<file path="src/hdl/fp16_pkg.sv">
/*
 * FP16 multiplier shared definitions: the half precision word, operand
 * classes, the sideband that travels with the mantissa, and the adder cells
 */

package fp16_pkg;

    // one IEEE half precision word
    typedef struct packed {
        logic       sign;
        logic [4:0] exp;
        logic [9:0] frac;
    } fp16_t;

    // subnormals are classified as zero
    typedef enum logic [1:0] {
        FP_ZERO   = 2'd0,
        FP_NORMAL = 2'd1,
        FP_INF    = 2'd2,
        FP_NAN    = 2'd3
    } fp_class_e;

    // sign, result class and exponent sum, kept beside the significands
    typedef struct packed {
        logic              sign;
        fp_class_e         cls;
        logic signed [6:0] exp;
    } mul_side_t;

    // carry sits above sum so {carry, sum} reads as a 2-bit count
    typedef struct packed {
        logic carry;
        logic sum;
    } sum_carry_t;

    localparam int    EXP_BIAS = 15;
    localparam int    EXP_MAX  = 31;
    localparam fp16_t QNAN     = 16'h7E00;

    function automatic sum_carry_t ha_cell(input logic x, input logic y);
        sum_carry_t r;
        r.sum   = x ^ y;
        r.carry = x & y;
        return r;
    endfunction

    function automatic sum_carry_t fa_cell(input logic x, input logic y, input logic z);
        sum_carry_t r;
        r.sum   = x ^ y ^ z;
        r.carry = (x & y) | (x & z) | (y & z);
        return r;
    endfunction

endpackage

</file>
<file path="src/hdl/fp16_mul_top.sv">
/*
 * FP16 multiplier top level, three pipeline stages with one shared enable
 */

`timescale 1ns/1ps

module fp16_mul_top import fp16_pkg::*; (
    input  logic  clk,
    input  logic  nRST,
    input  logic  in_valid,
    output logic  in_ready,
    input  fp16_t in_a,
    input  fp16_t in_b,
    output logic  out_valid,
    input  logic  out_ready,
    output fp16_t out_data
);

    logic        advance;
    logic        s1_valid;
    mul_side_t   s1_side;
    logic [10:0] s1_man_a;
    logic [10:0] s1_man_b;
    logic [12:0] result;
    logic        overflow;
    logic        round_loss;
    logic        value_ready;

    fp16_unpack u_unpack (
        .clk(clk), .nRST(nRST), .in_valid(in_valid), .advance(advance),
        .in_a(in_a), .in_b(in_b), .in_ready(in_ready), .s1_valid(s1_valid),
        .s1_side(s1_side), .s1_man_a(s1_man_a), .s1_man_b(s1_man_b)
    );

    mul_wallacetree u_tree (
        .clk(clk), .nRST(nRST), .a(s1_man_a), .b(s1_man_b),
        .in_valid(s1_valid), .active(advance), .result(result),
        .overflow(overflow), .round_loss(round_loss), .value_ready(value_ready)
    );

    fp16_round u_round (
        .clk(clk), .nRST(nRST), .s1_side(s1_side), .result(result),
        .overflow(overflow), .round_loss(round_loss), .value_ready(value_ready),
        .out_ready(out_ready), .advance(advance), .out_valid(out_valid),
        .out_data(out_data)
    );

endmodule

</file>
<file path="src/hdl/fp16_round.sv">
/*
 * FP16 multiplier round stage. Normalizes the product, rounds to nearest
 * even, applies range and special cases and owns the output handshake
 */

`timescale 1ns/1ps

module fp16_round import fp16_pkg::*; (
    input  logic        clk,
    input  logic        nRST,
    input  mul_side_t   s1_side,
    input  logic [12:0] result,
    input  logic        overflow,
    input  logic        round_loss,
    input  logic        value_ready,
    input  logic        out_ready,
    output logic        advance,
    output logic        out_valid,
    output fp16_t       out_data
);

    mul_side_t         side_q;
    logic [9:0]        frac;
    logic              guard;
    logic              sticky;
    logic              round_up;
    logic [10:0]       frac_rnd;
    logic signed [6:0] exp_fin;
    fp16_t             res;

    // stall everything only when a result is waiting and not taken
    assign advance = !out_valid || out_ready;

    // sideband lines up with the tree's carry-save register
    always_ff @(posedge clk)
    begin
        if (advance)
            side_q <= s1_side;
    end

    always_comb
    begin
        if (overflow)
        begin
            frac   = result[12:3];
            guard  = result[2];
            sticky = |result[1:0] | round_loss;
        end
        else
        begin
            frac   = result[11:2];
            guard  = result[1];
            sticky = result[0] | round_loss;
        end
        // ties go to the even fraction
        round_up = guard & (sticky | frac[0]);
        frac_rnd = {1'b0, frac} + {10'd0, round_up};
        exp_fin  = side_q.exp + {6'd0, overflow} + {6'd0, frac_rnd[10]};

        res.sign = side_q.sign;
        res.exp  = exp_fin[4:0];
        res.frac = frac_rnd[9:0];
        if (side_q.cls == FP_NAN)
            res = QNAN;
        else if (side_q.cls == FP_INF || (side_q.cls == FP_NORMAL && exp_fin >= EXP_MAX))
        begin
            res.exp  = 5'(EXP_MAX);
            res.frac = 10'd0;
        end
        else if (side_q.cls == FP_ZERO || exp_fin <= 0)
        begin
            // underflow flushes to zero, sign kept
            res.exp  = 5'd0;
            res.frac = 10'd0;
        end
    end

    always_ff @(posedge clk, negedge nRST)
    begin
        if (!nRST)
            out_valid <= 1'b0;
        else if (advance)
            out_valid <= value_ready;
    end

    always_ff @(posedge clk)
    begin
        if (advance)
            out_data <= res;
    end

    assert property (@(posedge clk) disable iff (!nRST)
        out_valid && !out_ready |=> out_valid && $stable(out_data));

endmodule

</file>
<file path="src/hdl/fp16_unpack.sv">
/*
 * FP16 multiplier unpack stage. Takes operand pairs on the input handshake,
 * classifies them, forms sign and exponent sum and restores hidden bits
 */

`timescale 1ns/1ps

module fp16_unpack import fp16_pkg::*; (
    input  logic        clk,
    input  logic        nRST,
    input  logic        in_valid,
    input  logic        advance,
    input  fp16_t       in_a,
    input  fp16_t       in_b,
    output logic        in_ready,
    output logic        s1_valid,
    output mul_side_t   s1_side,
    output logic [10:0] s1_man_a,
    output logic [10:0] s1_man_b
);

    fp_class_e cls_a;
    fp_class_e cls_b;
    mul_side_t side;

    // exponent zero covers subnormals too, they get flushed
    function automatic fp_class_e classify(input fp16_t x);
        if (x.exp == 5'd0)
            return FP_ZERO;
        else if (x.exp == 5'(EXP_MAX))
            return (x.frac != 10'd0) ? FP_NAN : FP_INF;
        else
            return FP_NORMAL;
    endfunction

    // whole pipeline moves together, so a pair is taken whenever it advances
    assign in_ready = advance;

    always_comb
    begin
        cls_a     = classify(in_a);
        cls_b     = classify(in_b);
        side.sign = in_a.sign ^ in_b.sign;
        side.exp  = 7'(in_a.exp) + 7'(in_b.exp) - 7'(EXP_BIAS);
        // inf times zero is invalid as well
        if (cls_a == FP_NAN || cls_b == FP_NAN ||
            (cls_a == FP_INF && cls_b == FP_ZERO) ||
            (cls_a == FP_ZERO && cls_b == FP_INF))
            side.cls = FP_NAN;
        else if (cls_a == FP_INF || cls_b == FP_INF)
            side.cls = FP_INF;
        else if (cls_a == FP_ZERO || cls_b == FP_ZERO)
            side.cls = FP_ZERO;
        else
            side.cls = FP_NORMAL;
    end

    always_ff @(posedge clk, negedge nRST)
    begin
        if (!nRST)
            s1_valid <= 1'b0;
        else if (advance)
            s1_valid <= in_valid;
    end

    always_ff @(posedge clk)
    begin
        if (advance)
        begin
            s1_side  <= side;
            s1_man_a <= {1'b1, in_a.frac};
            s1_man_b <= {1'b1, in_b.frac};
        end
    end

    assert property (@(posedge clk) disable iff (!nRST)
        s1_valid |-> !$isunknown(s1_side.cls));

endmodule

</file>
<file path="src/hdl/mul_wallacetree.sv">
/*
 * 11x11 Wallace tree significand multiplier. Five compression stages end in
 * a sum row and a carry row, which are registered and then added
 */

`timescale 1ns/1ps

module mul_wallacetree import fp16_pkg::*; (
    input  logic        clk,
    input  logic        nRST,
    input  logic [10:0] a,
    input  logic [10:0] b,
    input  logic        in_valid,
    input  logic        active,
    output logic [12:0] result,
    output logic        overflow,
    output logic        round_loss,
    output logic        value_ready
);

    // stage 1: three groups of three partial product rows, group i at weight 3i
    logic [2:0][12:0] st1_sum;
    logic [2:0][10:0] st1_cry;
    // stage 2: group 0 with group 1 sums, and group 1 carries with group 2
    logic [15:0] st2a_sum;
    logic [10:0] st2a_cry;
    logic [13:0] st2b_sum;
    logic [12:0] st2b_cry;
    // stage 3: second half also takes rows a[9] and a[10]
    logic [18:0] st3a_sum;
    logic [12:0] st3a_cry;
    logic [13:0] st3b_sum;
    logic [10:0] st3b_cry;
    logic [20:0] st4_sum;
    logic [14:0] st4_cry;
    logic [20:0] st5_sum;
    logic [15:0] st5_cry;
    // carry row starts at weight 6
    logic [20:0] sum_q;
    logic [15:0] cry_q;
    logic [21:0] product;

    always_comb
    begin
        for (int i = 0; i < 3; i++)
        begin
            st1_sum[i][0] = a[3*i] & b[0];
            {st1_cry[i][0], st1_sum[i][1]} = ha_cell(a[3*i] & b[1], a[3*i+1] & b[0]);
            for (int j = 2; j <= 10; j++)
                {st1_cry[i][j-1], st1_sum[i][j]} =
                    fa_cell(a[3*i] & b[j], a[3*i+1] & b[j-1], a[3*i+2] & b[j-2]);
            {st1_cry[i][10], st1_sum[i][11]} = ha_cell(a[3*i+1] & b[10], a[3*i+2] & b[9]);
            st1_sum[i][12] = a[3*i+2] & b[10];
        end
    end

    always_comb
    begin
        st2a_sum[1:0] = st1_sum[0][1:0];
        {st2a_cry[0], st2a_sum[2]} = ha_cell(st1_sum[0][2], st1_cry[0][0]);
        for (int k = 3; k <= 12; k++)
            {st2a_cry[k-2], st2a_sum[k]} =
                fa_cell(st1_sum[0][k], st1_cry[0][k-2], st1_sum[1][k-3]);
        st2a_sum[15:13] = st1_sum[1][12:10];
    end

    // bit m of the second half sits at weight m+5
    always_comb
    begin
        st2b_sum[0] = st1_cry[1][0];
        for (int m = 1; m <= 2; m++)
            {st2b_cry[m-1], st2b_sum[m]} = ha_cell(st1_cry[1][m], st1_sum[2][m-1]);
        for (int m = 3; m <= 10; m++)
            {st2b_cry[m-1], st2b_sum[m]} =
                fa_cell(st1_cry[1][m], st1_sum[2][m-1], st1_cry[2][m-3]);
        for (int m = 11; m <= 13; m++)
            {st2b_cry[m-1], st2b_sum[m]} = ha_cell(st1_sum[2][m-1], st1_cry[2][m-3]);
    end

    always_comb
    begin
        st3a_sum[2:0] = st2a_sum[2:0];
        for (int n = 3; n <= 4; n++)
            {st3a_cry[n-3], st3a_sum[n]} = ha_cell(st2a_sum[n], st2a_cry[n-3]);
        for (int n = 5; n <= 13; n++)
            {st3a_cry[n-3], st3a_sum[n]} =
                fa_cell(st2a_sum[n], st2a_cry[n-3], st2b_sum[n-5]);
        for (int n = 14; n <= 15; n++)
            {st3a_cry[n-3], st3a_sum[n]} = ha_cell(st2a_sum[n], st2b_sum[n-5]);
        st3a_sum[18:16] = st2b_sum[13:11];
    end

    // bit o here sits at weight o+7
    always_comb
    begin
        st3b_sum[1:0] = st2b_cry[1:0];
        {st3b_cry[0], st3b_sum[2]} = ha_cell(st2b_cry[2], a[9] & b[0]);
        for (int o = 3; o <= 12; o++)
            {st3b_cry[o-2], st3b_sum[o]} =
                fa_cell(st2b_cry[o], a[9] & b[o-2], a[10] & b[o-3]);
        st3b_sum[13] = a[10] & b[10];
    end

    always_comb
    begin
        st4_sum[3:0] = st3a_sum[3:0];
        for (int p = 4; p <= 6; p++)
            {st4_cry[p-4], st4_sum[p]} = ha_cell(st3a_sum[p], st3a_cry[p-4]);
        for (int p = 7; p <= 16; p++)
            {st4_cry[p-4], st4_sum[p]} =
                fa_cell(st3a_sum[p], st3a_cry[p-4], st3b_sum[p-7]);
        for (int p = 17; p <= 18; p++)
            {st4_cry[p-4], st4_sum[p]} = ha_cell(st3a_sum[p], st3b_sum[p-7]);
        st4_sum[20:19] = st3b_sum[13:12];
    end

    // last stage folds in the stage 3 carries that were left over
    always_comb
    begin
        st5_sum[4:0] = st4_sum[4:0];
        for (int q = 5; q <= 9; q++)
            {st5_cry[q-5], st5_sum[q]} = ha_cell(st4_sum[q], st4_cry[q-5]);
        for (int q = 10; q <= 19; q++)
            {st5_cry[q-5], st5_sum[q]} =
                fa_cell(st4_sum[q], st4_cry[q-5], st3b_cry[q-10]);
        {st5_cry[15], st5_sum[20]} = ha_cell(st4_sum[20], st3b_cry[10]);
    end

    always_ff @(posedge clk, negedge nRST)
    begin
        if (!nRST)
            value_ready <= 1'b0;
        else if (active)
            value_ready <= in_valid;
    end

    always_ff @(posedge clk)
    begin
        if (active)
        begin
            sum_q <= st5_sum;
            cry_q <= st5_cry;
        end
    end

    assign product    = {1'b0, sum_q} + {cry_q, 6'b0};
    assign overflow   = product[21];
    assign result     = product[20:8];
    assign round_loss = |product[7:0];

    // two normalized significands always give at least 1.0
    assert property (@(posedge clk) disable iff (!nRST)
        active && in_valid && a[10] && b[10] |=> value_ready && (product >= 22'h100000));

endmodule

</file>
<file path="config.mk">
export PLATFORM = sky130hd
export DESIGN_NAME = fp16_mul_top
export DESIGN_NICKNAME = d
export VERILOG_FILES = /design/src/hdl/fp16_pkg.sv /design/src/hdl/fp16_mul_top.sv /design/src/hdl/fp16_round.sv /design/src/hdl/fp16_unpack.sv /design/src/hdl/mul_wallacetree.sv
export SDC_FILE = /design/constraint.sdc
export NUM_CORES = 1
export LEC_CHECK = 0
export BUFFER_PORTS_ARGS = -buffer_cell sky130_fd_sc_hd__buf_2
export CAP_MARGIN = 15
export CORE_ASPECT_RATIO = 1.25
export CORE_MARGIN = 3
export CORE_UTILIZATION = 60
export DETAILED_ROUTE_END_ITERATION = 8
export GPL_TIMING_DRIVEN = 0
export MAX_ROUTING_LAYER = met4
export PLACE_DENSITY = 0.79
export RECOVER_POWER = 50
export SLEW_MARGIN = 5
export SYNTH_ARGS = -nofsm -noshare
export SYNTH_HDL_FRONTEND = slang
export SYNTH_HIERARCHICAL = 1
export SYNTH_SLANG_ARGS = --single-unit
export TNS_END_PERCENT = 100
</file>
<file path="constraint.sdc">
create_clock -name clk -period 8.75 [get_ports clk]
set_input_delay 0.875 -clock clk [delete_from_list [all_inputs] [get_ports clk]]
set_output_delay 0.875 -clock clk [all_outputs]
set_load 0.02 [all_outputs]
</file>
==> results.ini, run 1 <==
[sta]
grt_setup_unrepaired = no
hold_violations_final = 0
finalCritPeriodShare_pct = 73.6
worst_slew_margin_rel_pct = -132
fin_tns_setup_ns = 0
finalWorstPathRequiredPeriod_ns = 6.44
setup_viols_final = 0
fmaxAchievable_mhz = 155
timing_worst_slew_pin_value_ns = 3.47
finalWorstSetupSlack_ns = 2.31
clock_skew_ns = 0.0110
final_max_slew_viol_count = 71

[power]
total_leakage_power_nw = 3.74
cellPowerDensity_nw_per_um2 = 386
vdd.ir_drop.worst_v = 0.000162

[cts]
post-cts-setup-buffer-count = 0
cts.sinks = 96
cts_resized = 0
cts_buffers = 9
ctsHoldBuffers = 0
cts_max_level = 3
clock_tree.buffer_depth = 2
clk_root_buffer_cell = clkbuf_16
clk-insertion-delay-late_ns = 0.35
tritoncts = yes
clk_transition_reported_paths_ns = 0.07

[critical_path]
crit_path_max_incr_delay_ns = 0.44
r2r_slack_ns = 2.31
timing.critical_path.cells = ha_1 -> a211oi_2 -> o21ai_1 -> o2111ai_2 -> a21boi_2 -> o311a_1 -> nor2_1 -> buf_2 -> buf_1 -> mux2i_1 -> nor2b_1 -> ha_1 -> and3_1 -> nand4_1 -> or3_1 -> fa_1 -> inv_1 -> ha_1 -> and3_1 -> nand4_1 -> a21oi_2 -> o2111ai_4 -> nor4b_2
cp_data_required_time_ns = 8.92
worstSetupEndpointType = flop
worst_path_dominant_cell_family = simple AND/OR/NAND/NOR gates
crit_path_frequent_cell = ha_1
critical_path.slowest_cell = buf_1
criticalPathCategory = reg -> reg
worst-path-buf-inv = 3
data_arrival_critical_path_ns = 6.61
worstPathMaxFanout = 10
critical_path.startpoint_type = flop

[grt]
initial_antenna_violation_count = 0
maximum_number_of_pins_on_one_net_before_global_route_repair = 71
first_global_vias = 5309
grt_pass1_wl_um = 24700
grtUsageTotal_pct = 22.4
grt.overflow.total = 0

[placed_design]
portBuffers = 53
dp_slack_ns = 2.37
place.gp.congestion = 0.962
detailedPlacementHpwl_um = 11200

[synthesis]
ys_top_cells_by_area = edfxtp_1, fa_1, ha_1, and2_1, inv_1
yosys_most_used_dff = edfxtp_1
synth.lib_cells_used.distinct = 63
warnings_synthesis = 6
syn_area_per_cell_um2 = 11.5
synthArstFlopShare_pct = 3.13
synth.largest_area_cell = edfxtp_1
ys_seq_area_share_pct = 36.6
synth-seq-cells = 96
number_of_enable_type_register_cells_in_the_synthesized_netlist = 93
synthCells = 683
synth.cell_area_um2 = 7840
synth_top_area_share_pct = 35.6

[final_layout]
final_layout_size_suffix_gt1_share_pct = 13.1
final_core_util_pct = 67.9
antennaDiodeCount = 0
nets = 926
layout-area-overhead-vs-synth_pct = 10.1

[route]
routed_wirelength_um = 14600
detail_route.vias_per_cell = 5.47
route.antenna.remaining_nets = 0
firstDrtPassIters = 5
drt_first_iter_violations = 224
vias = 5041
drc = 0
post_drt_wl_per_cell_um = 15.9

[hold_path]
timing.hold.worst.class = in -> async

[floorplanning]
rows = 46
io_pins = 54
area_of_the_placeable_core_um2 = 12700
die_height_um = 134
floorplan.die_area_um2 = 14500
floorplan.initialDensity_pct = 61.7
dieWidth_um = 108

[status]
failing_checks = max-capacitance violations, max-slew violations
run_status = finished, violations left

[flow_run]
cap_violations = 1

[cells in the final DEF, fill, tap and decap left out, types with 16 or more instances in the layout]
| cell type | netlist | routed |
|---|---|---|
| edfxtp_1 | 93 | 93 |
| fa_1 | 87 | 87 |
| inv_1 | 80 | 80 |
| nand2_1 | 80 | 80 |
| and2_1 | 61 | 59 |
| ha_1 | 54 | 54 |
| clkbuf_1 | 23 | 40 |
| buf_2 | 1 | 38 |
| nor2_1 | 20 | 20 |
| xnor2_1 | 17 | 17 |
| buf_4 | 16 | 16 |
[synthesized netlist by cell type (2+ instances only)]
cell      number
nand4_1        4
nand2_1       80
a21oi_2        2
mux2_2        10
dfrtp_1        3
a21o_1         5
nor2b_1        4
fa_1          87
nor4bb_1       2
o21a_1         3
ha_1          54
xor2_1        10
nand3_1        7
o211ai_1       4
clkbuf_1      23
nor3_1         3
a21oi_1       14
nand2b_1       8
a21boi_0       2
nor2_1        20
a31oi_1        2
or3_1          3
nor3b_1        2
and2_1        61
o21ai_1        3
a311oi_1       2
inv_1         80
mux2i_1        7
and3_1         4
nor2_2         2
buf_4         16
nor4b_1        2
o21ai_0       10
edfxtp_1      93
nor4_1         7
xnor2_1       17
[cell families after synthesis]
kind of cell	after synthesis	share of synthesized area (%)
DFF	96	36.6
and+or+nand+nor	216	14.4
muxes	17	2.33
AOI/OAI and AO/OA	64	6.27
adders and majority gates	141	30.8
buffers and inverters	121	6.57
xor gates and xnor gates	27	3.02
other	1	0.0478
[where the power goes]
group          internal [W]  switching (W)
Clock              0.000254       0.000176
Combinational      0.000921        0.00116
Sequential         0.000775      0.0000553
[flip-flops by register name, summed over array words and instances (netlist names)]
signal,count
u_tree/cry_q,16
u_round/out_valid,1
u_tree/sum_q,21
u_unpack/s1_man_a,10
u_unpack/s1_valid,1
u_round/out_data,16
u_unpack/s1_man_b,10
u_tree/value_ready,1
u_round/side_q,10
u_unpack/s1_side,10
[cell type report]
class | instances | area (µm²)
timing repair buffer | 54 | 249
clock inverter | 7 | 101
fill | 904 | 4090
sequential | 96 | 2870
inverter | 80 | 300
clock buffer | 9 | 225
tap | 168 | 210
multi-input combinational | 467 | 4460
buffer | 41 | 215
[routing by layer]
layer	global-route usage [%]	share of wire [%]	up-vias
met4	11.0	3.3	0
li1	-	-	2400
met3	2.17	5.5	33
met2	37.7	52	189
met5	-	0	-
met1	27.0	40	2419
[per-stage QoR]
stage                     cells  power (W)  cell area [µm²]  hold WS, ns
after floorplan             684    0.00246             7850        0.400
after global placement      905    0.00278             8320        0.404
after detailed placement    906    0.00287             8360        0.405
after CTS                   922    0.00335             8680        0.298
after global routing        922    0.00366             8630        0.327
final                       922    0.00334             8630        0.328
[worst paths after layout]
check,startpoint,to,depth (start not counted)
min reg2reg,u_unpack/s1_side[8]$_SDFFCE_PP1P_,u_round/side_q[8]$_DFFE_PP_,0
max in group asynchronous,nRST,u_round/out_valid$_DFFE_PN0P_,1
min in group clk,u_unpack/s1_side[8]$_SDFFCE_PP1P_,u_round/side_q[8]$_DFFE_PP_,0
min,nRST,u_tree/value_ready$_DFFE_PN0P_,1
max reg2reg,u_tree/sum_q[12]$_DFFE_PP_,u_round/out_data[6]$_SDFFCE_PP0P_,23
max,u_tree/sum_q[12]$_DFFE_PP_,u_round/out_data[6]$_SDFFCE_PP0P_,23
Note: power is estimated with default switching activity, not from simulation.
==> run 2, diff against run 1 <==
- ABC_AREA: default -> 1
- clock period: 8.75 -> 6.4 ns (I/O delays scaled with it)
==> run 2 against run 1 <==
Effect of this change: synthesized cell count is 31% higher; sequential power is 36% higher; critical path type unchanged; critical endpoint is now u_round/out_data[4]$_SDFFCE_PP0P_; worst setup slack worse by 0.83 ns; area after synthesis is 4.6% higher; routed wire length is 6.0% higher; the flow still finishes with violations (max-capacitance violations, max-slew violations); combinational power is 39% higher.
==> results.ini, run 2 <==
[synthesis]
yosys_most_used_dff = edfxtp_1
synth-seq-cells = 96  ; unchanged
synth.largest_area_cell = edfxtp_1
ys_top_cells_by_area = edfxtp_1, fa_1, nand2_1, inv_1, ha_1
syn_area_per_cell_um2 = 9.15  ; -20%
synth_top_area_share_pct = 34.0  ; -1.6 points
ys_seq_area_share_pct = 34.9  ; -1.6 points
warnings_synthesis = 6  ; unchanged
synthArstFlopShare_pct = 3.13  ; unchanged
synthCells = 897  ; +31%
netlist_top_cells_count = nand2_1, inv_1, edfxtp_1
leading_cell_type_by_number_of_instances_after_synthesis = nand2_1
synth.lib_cells_used.distinct = 42  ; -33%
number_of_enable_type_register_cells_in_the_synthesized_netlist = 93  ; unchanged
synth.cell_area_um2 = 8210  ; +4.6%

[final_layout]
layout-area-overhead-vs-synth_pct = 9.62
final_common_cell = nand2_1
final_layout_size_suffix_gt1_share_pct = 11.8  ; -1.4 points
layout.cells.most_common_list = nand2_1, inv_1, edfxtp_1
largest_register_ff_count = 21  ; unchanged
final_core_util_pct = 67.7  ; -0.18 points
nets = 1140  ; +23%
antennaDiodeCount = 0  ; unchanged
biggestRegsByFlops = u_tree/sum_q: 21 flops, u_round/out_data: 16 flops, u_tree/cry_q: 16 flops
most_flops_register = u_tree/sum_q

[status]
run_status = finished, violations left
failing_checks = max-capacitance violations, max-slew violations

[floorplanning]
io_pins = 54  ; unchanged
area_of_the_placeable_core_um2 = 13300  ; +4.5%
floorplan.initialDensity_pct = 61.7  ; +0.083 points
floorplan.die_area_um2 = 15100  ; +4.4%
die_height_um = 137  ; +2.2%
dieWidth_um = 111  ; +2.2%
rows = 47  ; +2.2%

[power]
comb_power_share_pct = 62.8  ; +0.6 points
power_w = 0.00460  ; +38%
p_seq_share_pct = 24.6  ; -0.3 points
total_leakage_power_nw = 4.66  ; +25%
power.switching_w = 0.00202  ; +46%
cellPowerDensity_nw_per_um2 = 512  ; +32%
cell_internal_pwr_w = 0.00258  ; +32%
sw_frac_of_total_pct = 44.0  ; +2.4 points
vdd.ir_drop.worst_v = 0.000283  ; +75%
clkPwrFrac_pct = 12.6  ; -0.3 points

[sta]
final_max_slew_viol_count = 73  ; +2.8%
clock_skew_ns = 0.00659  ; -0.00444 ns
hold_violations_final = 0  ; unchanged
worst_slew_margin_rel_pct = -139  ; -7.4 points
finalCritPeriodShare_pct = 76.8  ; +3.2 points
fin_tns_setup_ns = 0  ; unchanged
finalWorstPathRequiredPeriod_ns = 4.91  ; -1.52 ns
fmaxAchievable_mhz = 204  ; +31%
grt_setup_unrepaired = no
setup_viols_final = 0  ; unchanged
timing_worst_slew_pin_value_ns = 3.59  ; +0.110 ns

[critical_path]
worst_r2r_startpoint = u_tree/sum_q[10]$_DFFE_PP_
worstPathMaxFanout = 10  ; unchanged
crit-reg2reg-capture = u_round/out_data[4]$_SDFFCE_PP0P_
cp_data_required_time_ns = 6.50  ; -2.42 ns
worst-path-buf-inv = 5  ; +2
crit_path_max_incr_delay_ns = 0.42  ; -0.02 ns
r2r.worst_path.cells = 32  ; +39%
critical_path.slowest_cell = fa_1
worstSetupEndpoint = u_round/out_data[4]$_SDFFCE_PP0P_
worstSetupEndpointType = flop
cp-startpoint = u_tree/sum_q[10]$_DFFE_PP_
r2r_slack_ns = 1.49  ; -0.83 ns
total_number_of_cells_along_the_worst_setup_path = 32  ; +39%
crit_path_frequent_cell = nand2_1
data_arrival_critical_path_ns = 5.01  ; -1.60 ns
criticalPathCategory = reg -> reg
worst_path_dominant_cell_family = simple AND/OR/NAND/NOR gates
critical_path.startpoint_type = flop

[cts]
post-cts-setup-buffer-count = 0  ; unchanged
cts_resized = 0  ; unchanged
clk-insertion-delay-late_ns = 0.35  ; about the same
cts_buffers = 9  ; unchanged
clock_tree.buffer_depth = 2  ; unchanged
cts_max_level = 3  ; unchanged
cts.sinks = 96  ; unchanged
clk_transition_reported_paths_ns = 0.07  ; about the same
ctsHoldBuffers = 0  ; unchanged
tritoncts = yes
clk_root_buffer_cell = clkbuf_16

[flow_run]
cap_violations = 1  ; unchanged

[route]
drc = 0  ; unchanged
vias = 5703  ; +13%
post_drt_wl_per_cell_um = 13.6  ; -14%
firstDrtPassIters = 5  ; unchanged
routed_wirelength_um = 15500  ; +6.0%
drt_first_iter_violations = 263  ; +17%
route.antenna.remaining_nets = 0  ; unchanged
detail_route.vias_per_cell = 5.01  ; -8.4%

[grt]
first_global_vias = 5675  ; +6.9%
grt.overflow.total = 0  ; unchanged
grtUsageTotal_pct = 22.1  ; -0.31 points
maximum_number_of_pins_on_one_net_before_global_route_repair = 73  ; +2.8%
initial_antenna_violation_count = 0  ; unchanged
grt_pass1_wl_um = 25800  ; +4.2%

[placed_design]
portBuffers = 53  ; unchanged
detailedPlacementHpwl_um = 12000  ; +6.8%
place.gp.congestion = 0.915  ; -4.9%

[hold_path]
timing.hold.worst.class = in -> async

[run 2: cell types whose count changed in the layout (fill, tap and decap cells not counted), moves of 7 or more]
cell / before / now
inv_1: 80 / 195
and2_1: 59 / 1
nor2_2: 2 / 9
nand2_1: 80 / 256
mux2_2: 10 / 2
nand2b_1: 8 / 0
xnor2_1: 17 / 7
mux2i_1: 7 / 0
nor2_1: 20 / 36
nand3_1: 7 / 28
nand2_2: 0 / 11
[run 2: kinds of logic after synthesis]
family | Yosys count | synth area share (%)
mux | 2 | 0.274
compound gates | 33 | 2.46
xor+xnor | 15 | 1.60
flops | 96 | 34.9
fa+ha+maj | 141 | 29.5
buf+inv | 242 | 12.0
other cells | 1 | 0.0457
simple gates | 367 | 19.2
[run 2: area by class of cell]
class,count,area [µm²]
Clock inverter,6,91.3
Timing Repair Buffer,54,251
Multi-Input combinational cell,560,4350
Buffer,40,225
Fill cell,1068,4300
Tap cell,171,214
Sequential cell,96,2870
Inverter,202,763
Clock buffer,10,229
[run 2: worst register-to-register path, delay by kind of cell (launching register included)]
| kind | cells | cell delay [ns] |
|---|---|---|
| flops | 1 | 0.41 |
| fa+ha+maj | 4 | 1.25 |
| simple gates | 20 | 1.92 |
| buf+inv | 5 | 0.60 |
| compound gates | 3 | 0.52 |
[run 2: through the flow]
stage | cell area [µm²] | hold WS (ns) | worst slack [ns] | std cells
after floorplan | 8210 | 0.344 | 2.08 | 898
after global placement | 8690 | 0.403 | 1.62 | 1122
after detailed placement | 8720 | 0.405 | 1.51 | 1123
after CTS | 9040 | 0.0595 | 1.47 | 1139
after global routing | 8990 | 0.0753 | 1.05 | 1139
final | 8990 | 0.0868 | 1.49 | 1139
[run 2: worst min path at each step]
stage                                       start  slack (ns)  cells past startpoint                       endpoint
detailed placement  u_unpack/s1_side[3]$_DFFE_PP_        0.40                      0    u_round/side_q[3]$_DFFE_PP_
global route                                 nRST        0.08                      1  u_unpack/s1_valid$_DFFE_PN0P_
CTS                                          nRST        0.06                      1  u_round/out_valid$_DFFE_PN0P_
floorplan                                    nRST        0.34                      0  u_round/out_valid$_DFFE_PN0P_
global placement    u_unpack/s1_side[5]$_DFFE_PP_        0.40                      0    u_round/side_q[5]$_DFFE_PP_
finish                                       nRST        0.09                      1  u_round/out_valid$_DFFE_PN0P_
[run 2: layer usage]
metal / track usage (%) / routed length, µm
met5: - / 0
met4: 7.67 / 392
met3: 4.95 / 937
met2: 40.4 / 8350
met1: 23.6 / 5840
[run 2: power groups by stage]
stage / sequential, W / combinational, W / clock, W
final: 0.00113 / 0.00289 / 0.000582
after global routing: 0.00116 / 0.00334 / 0.000621
after CTS: 0.00113 / 0.00292 / 0.000594
after detailed placement: 0.00114 / 0.00285 / 0
after global placement: 0.00114 / 0.00272 / 0
after floorplan: 0.00119 / 0.00220 / 0
==> run 3, diff against run 2 <==
- CORE_UTILIZATION: 60 -> 56
- PLACE_DENSITY: 0.79 -> 0.78
- clock period: 6.4 -> 4.25 ns (I/O delays scaled with it)
==> run 3 against run 2 <==
Effect of this change: highest routed layer unchanged; first-iteration DRC count grew 14%; maximum frequency up 16%; clock power rose by 43%; core utilization grew 0.59 points; the flow still finishes with violations (max-capacitance violations, max-slew violations); power up 68%; sequential share of layout area fell by 2.0 points; via count rose by 2.2%; combinational power rose by 78%; critical endpoint is now u_round/out_data[2]$_SDFFCE_PP0P_.
==> results.ini, run 3 (synthesized netlist as in run 2, its figures left out) <==
[cts]
cts.sinks = 96  ; unchanged
clk_root_buffer_cell = clkbuf_16
clk_transition_reported_paths_ns = 0.08  ; about the same
clk-insertion-delay-late_ns = 0.36  ; about the same
cts_buffers = 9  ; unchanged
cts_max_level = 3  ; unchanged
tritoncts = yes
clock_tree.buffer_depth = 2  ; unchanged

[final_layout]
layout-area-overhead-vs-synth_pct = 16.9
final_layout_size_suffix_gt1_share_pct = 18.8  ; +7.0 points
biggestRegsByFlops = u_tree/sum_q: 21 flops, u_round/out_data: 16 flops, u_tree/cry_q: 16 flops
largest_register_ff_count = 21  ; unchanged
nets = 1167  ; +2.4%
layout.cells.most_common_list = nand2_1, inv_1, edfxtp_1
nFillCells = 1062  ; -0.56%
multi_input_comb_area_um2 = 4740  ; +9.0%
final_common_cell = nand2_1
antennaDiodeCount = 0  ; unchanged
final-seq-area_um2 = 2870  ; unchanged
most_flops_register = u_tree/sum_q

[grt]
initial_antenna_violation_count = 0  ; unchanged
first_global_vias = 5924  ; +4.4%
grtUsageTotal_pct = 21.3  ; -0.72 points
grt.overflow.total = 0  ; unchanged
maximum_number_of_pins_on_one_net_before_global_route_repair = 73  ; unchanged
grt_pass1_wl_um = 26400  ; +2.5%

[power]
vdd.ir_drop.worst_v = 0.000587  ; +110%
cellPowerDensity_nw_per_um2 = 806  ; +58%
total_leakage_power_nw = 4.80  ; +3.0%
power_w = 0.00774  ; +68%

[critical_path]
cp-startpoint = u_tree/cry_q[8]$_DFFE_PP_
critical_path.startpoint_type = flop
critical_path.slowest_cell = edfxtp_1
r2r.worst_path.cells = 32  ; unchanged
data_arrival_critical_path_ns = 4.34  ; -0.67 ns
cp_data_required_time_ns = 4.36  ; -2.14 ns
criticalPathCategory = reg -> reg
worstSetupEndpointType = flop
worstPathMaxFanout = 8  ; -2
crit_path_max_incr_delay_ns = 0.42  ; about the same
worst_r2r_startpoint = u_tree/cry_q[8]$_DFFE_PP_

[route]
route.antenna.remaining_nets = 0  ; unchanged
vias = 5831  ; +2.2%
drt_first_iter_violations = 299  ; +14%
post_drt_wl_per_cell_um = 13.8  ; +1.6%
drc = 0  ; unchanged
routed_wirelength_um = 16200  ; +4.4%
firstDrtPassIters = 6  ; +1
detail_route.vias_per_cell = 4.98  ; -0.46%

[sta]
setup_viols_final = 0  ; unchanged
clock_skew_ns = 0.0109  ; +0.00428 ns
fmaxAchievable_mhz = 237  ; +16%
timing_worst_slew_pin_value_ns = 1.69  ; -1.89 ns
finalCritPeriodShare_pct = 99.4  ; +23 points
final_max_slew_viol_count = 73  ; unchanged
worst_slew_margin_rel_pct = -12.9  ; +130 points
finalWorstPathRequiredPeriod_ns = 4.23  ; -0.687 ns
grt_setup_unrepaired = yes
fin_tns_setup_ns = 0  ; unchanged
hold_violations_final = 0  ; unchanged

[floorplanning]
floorplan.die_area_um2 = 16100  ; +6.8%
die_height_um = 141  ; +3.4%
io_pins = 54  ; unchanged
rows = 48  ; +2.1%
dieWidth_um = 114  ; +3.3%
floorplan.initialDensity_pct = 58.4  ; -3.4 points
area_of_the_placeable_core_um2 = 14100  ; +5.7%

[placed_design]
place.gp.congestion = 0.907  ; -0.86%
detailedPlacementHpwl_um = 11800  ; -1.3%
portBuffers = 53  ; unchanged

[flow_run]
cap_violations = 1  ; unchanged

[status]
run_status = finished, violations left
failing_checks = max-capacitance violations, max-slew violations

[hold_path]
worstHoldStart = in_b[4]
worst_hold_path.num_cells = 1
timing.hold.worst.class = in -> reg

run 3: changes by cell type in the layout (fill, tap and decap cells not counted), sizes merged:
cell and delta:
clkbuf +14, buf +11, clkinv +3, bufinv -2
clkinvlp -1, dlygate4sd3 +1, inv +1
run 3: path summary, 6_finish.rpt:
kind,endpoint,slack [ns]
worst max-delay path,u_round/out_data[2]$_SDFFCE_PP0P_,0.02
worst min-delay path,u_unpack/s1_man_b[4]$_DFFE_PP_,0.25
worst max register to register,u_round/out_data[2]$_SDFFCE_PP0P_,0.02
worst min register to register,u_round/side_q[4]$_DFFE_PP_,0.43
max in group asynchronous,u_unpack/s1_valid$_DFFE_PN0P_,3.70
min in group asynchronous,u_round/out_valid$_DFFE_PN0P_,0.40
run 3: repair_timing:
item / 4_1_cts / 5_1_grt
pin swaps: 9 / 39
resized for setup: 27 / 56
endpoints found under the hold margin: 3 / 0
buffers inserted: 8 / 18
hold buffers: 1 / 0
setup endpoints to repair: 15 / 15
run 3: cell type report:
class,count,area share (%)
repair buffers,81,4.75
well taps,175,2.28
clock buffers,9,2.35
multi-input cells,560,49.4
clock inverters,7,0.848
inverters,202,8.06
plain buffers,40,2.39
flip-flops and latches,96,29.9
run 3: critical path, delay by kind of cell (launching register included):
| kind | cells | cell delay (ns) |
|---|---|---|
| AND/OR/NAND/NOR | 20 | 1.61 |
| adder cells (fa/ha/maj) | 4 | 0.96 |
| buffers and inverters | 5 | 0.53 |
| AO/OA/AOI/OAI | 3 | 0.44 |
| flip-flops | 1 | 0.42 |
run 3: per-stage QoR:
step	hold slack (ns)	setup slack (ns)	area [µm²]	cells	utilization, %
final	0.249	0.0248	9590	1170	68.3
after global routing	0.242	-0.218	9590	1170	68.3
after CTS	0.237	0.00194	9310	1152	66.2
after detailed placement	0.225	-0.507	8750	1127	62.3
after global placement	0.222	-0.381	8720	1126	62.0
after floorplan	0.129	0.0395	8230	898	-
run 3: metal layers:
metal	up-vias	global-route usage (%)	wire, µm
met5	-	-	0
met4	0	9.32	461
met3	28	2.99	528
met2	119	37.9	8830
met1	2798	23.8	6380
li1	2886	-	-
run 3: where the power goes:
part | internal [W] | leakage, nW | switching [W]
combinational | 0.00222 | 3.67 | 0.00291
clock | 0.000421 | 0.150 | 0.000414
sequential | 0.00160 | 0.984 | 0.000162
total | 0.00425 | 4.80 | 0.00349
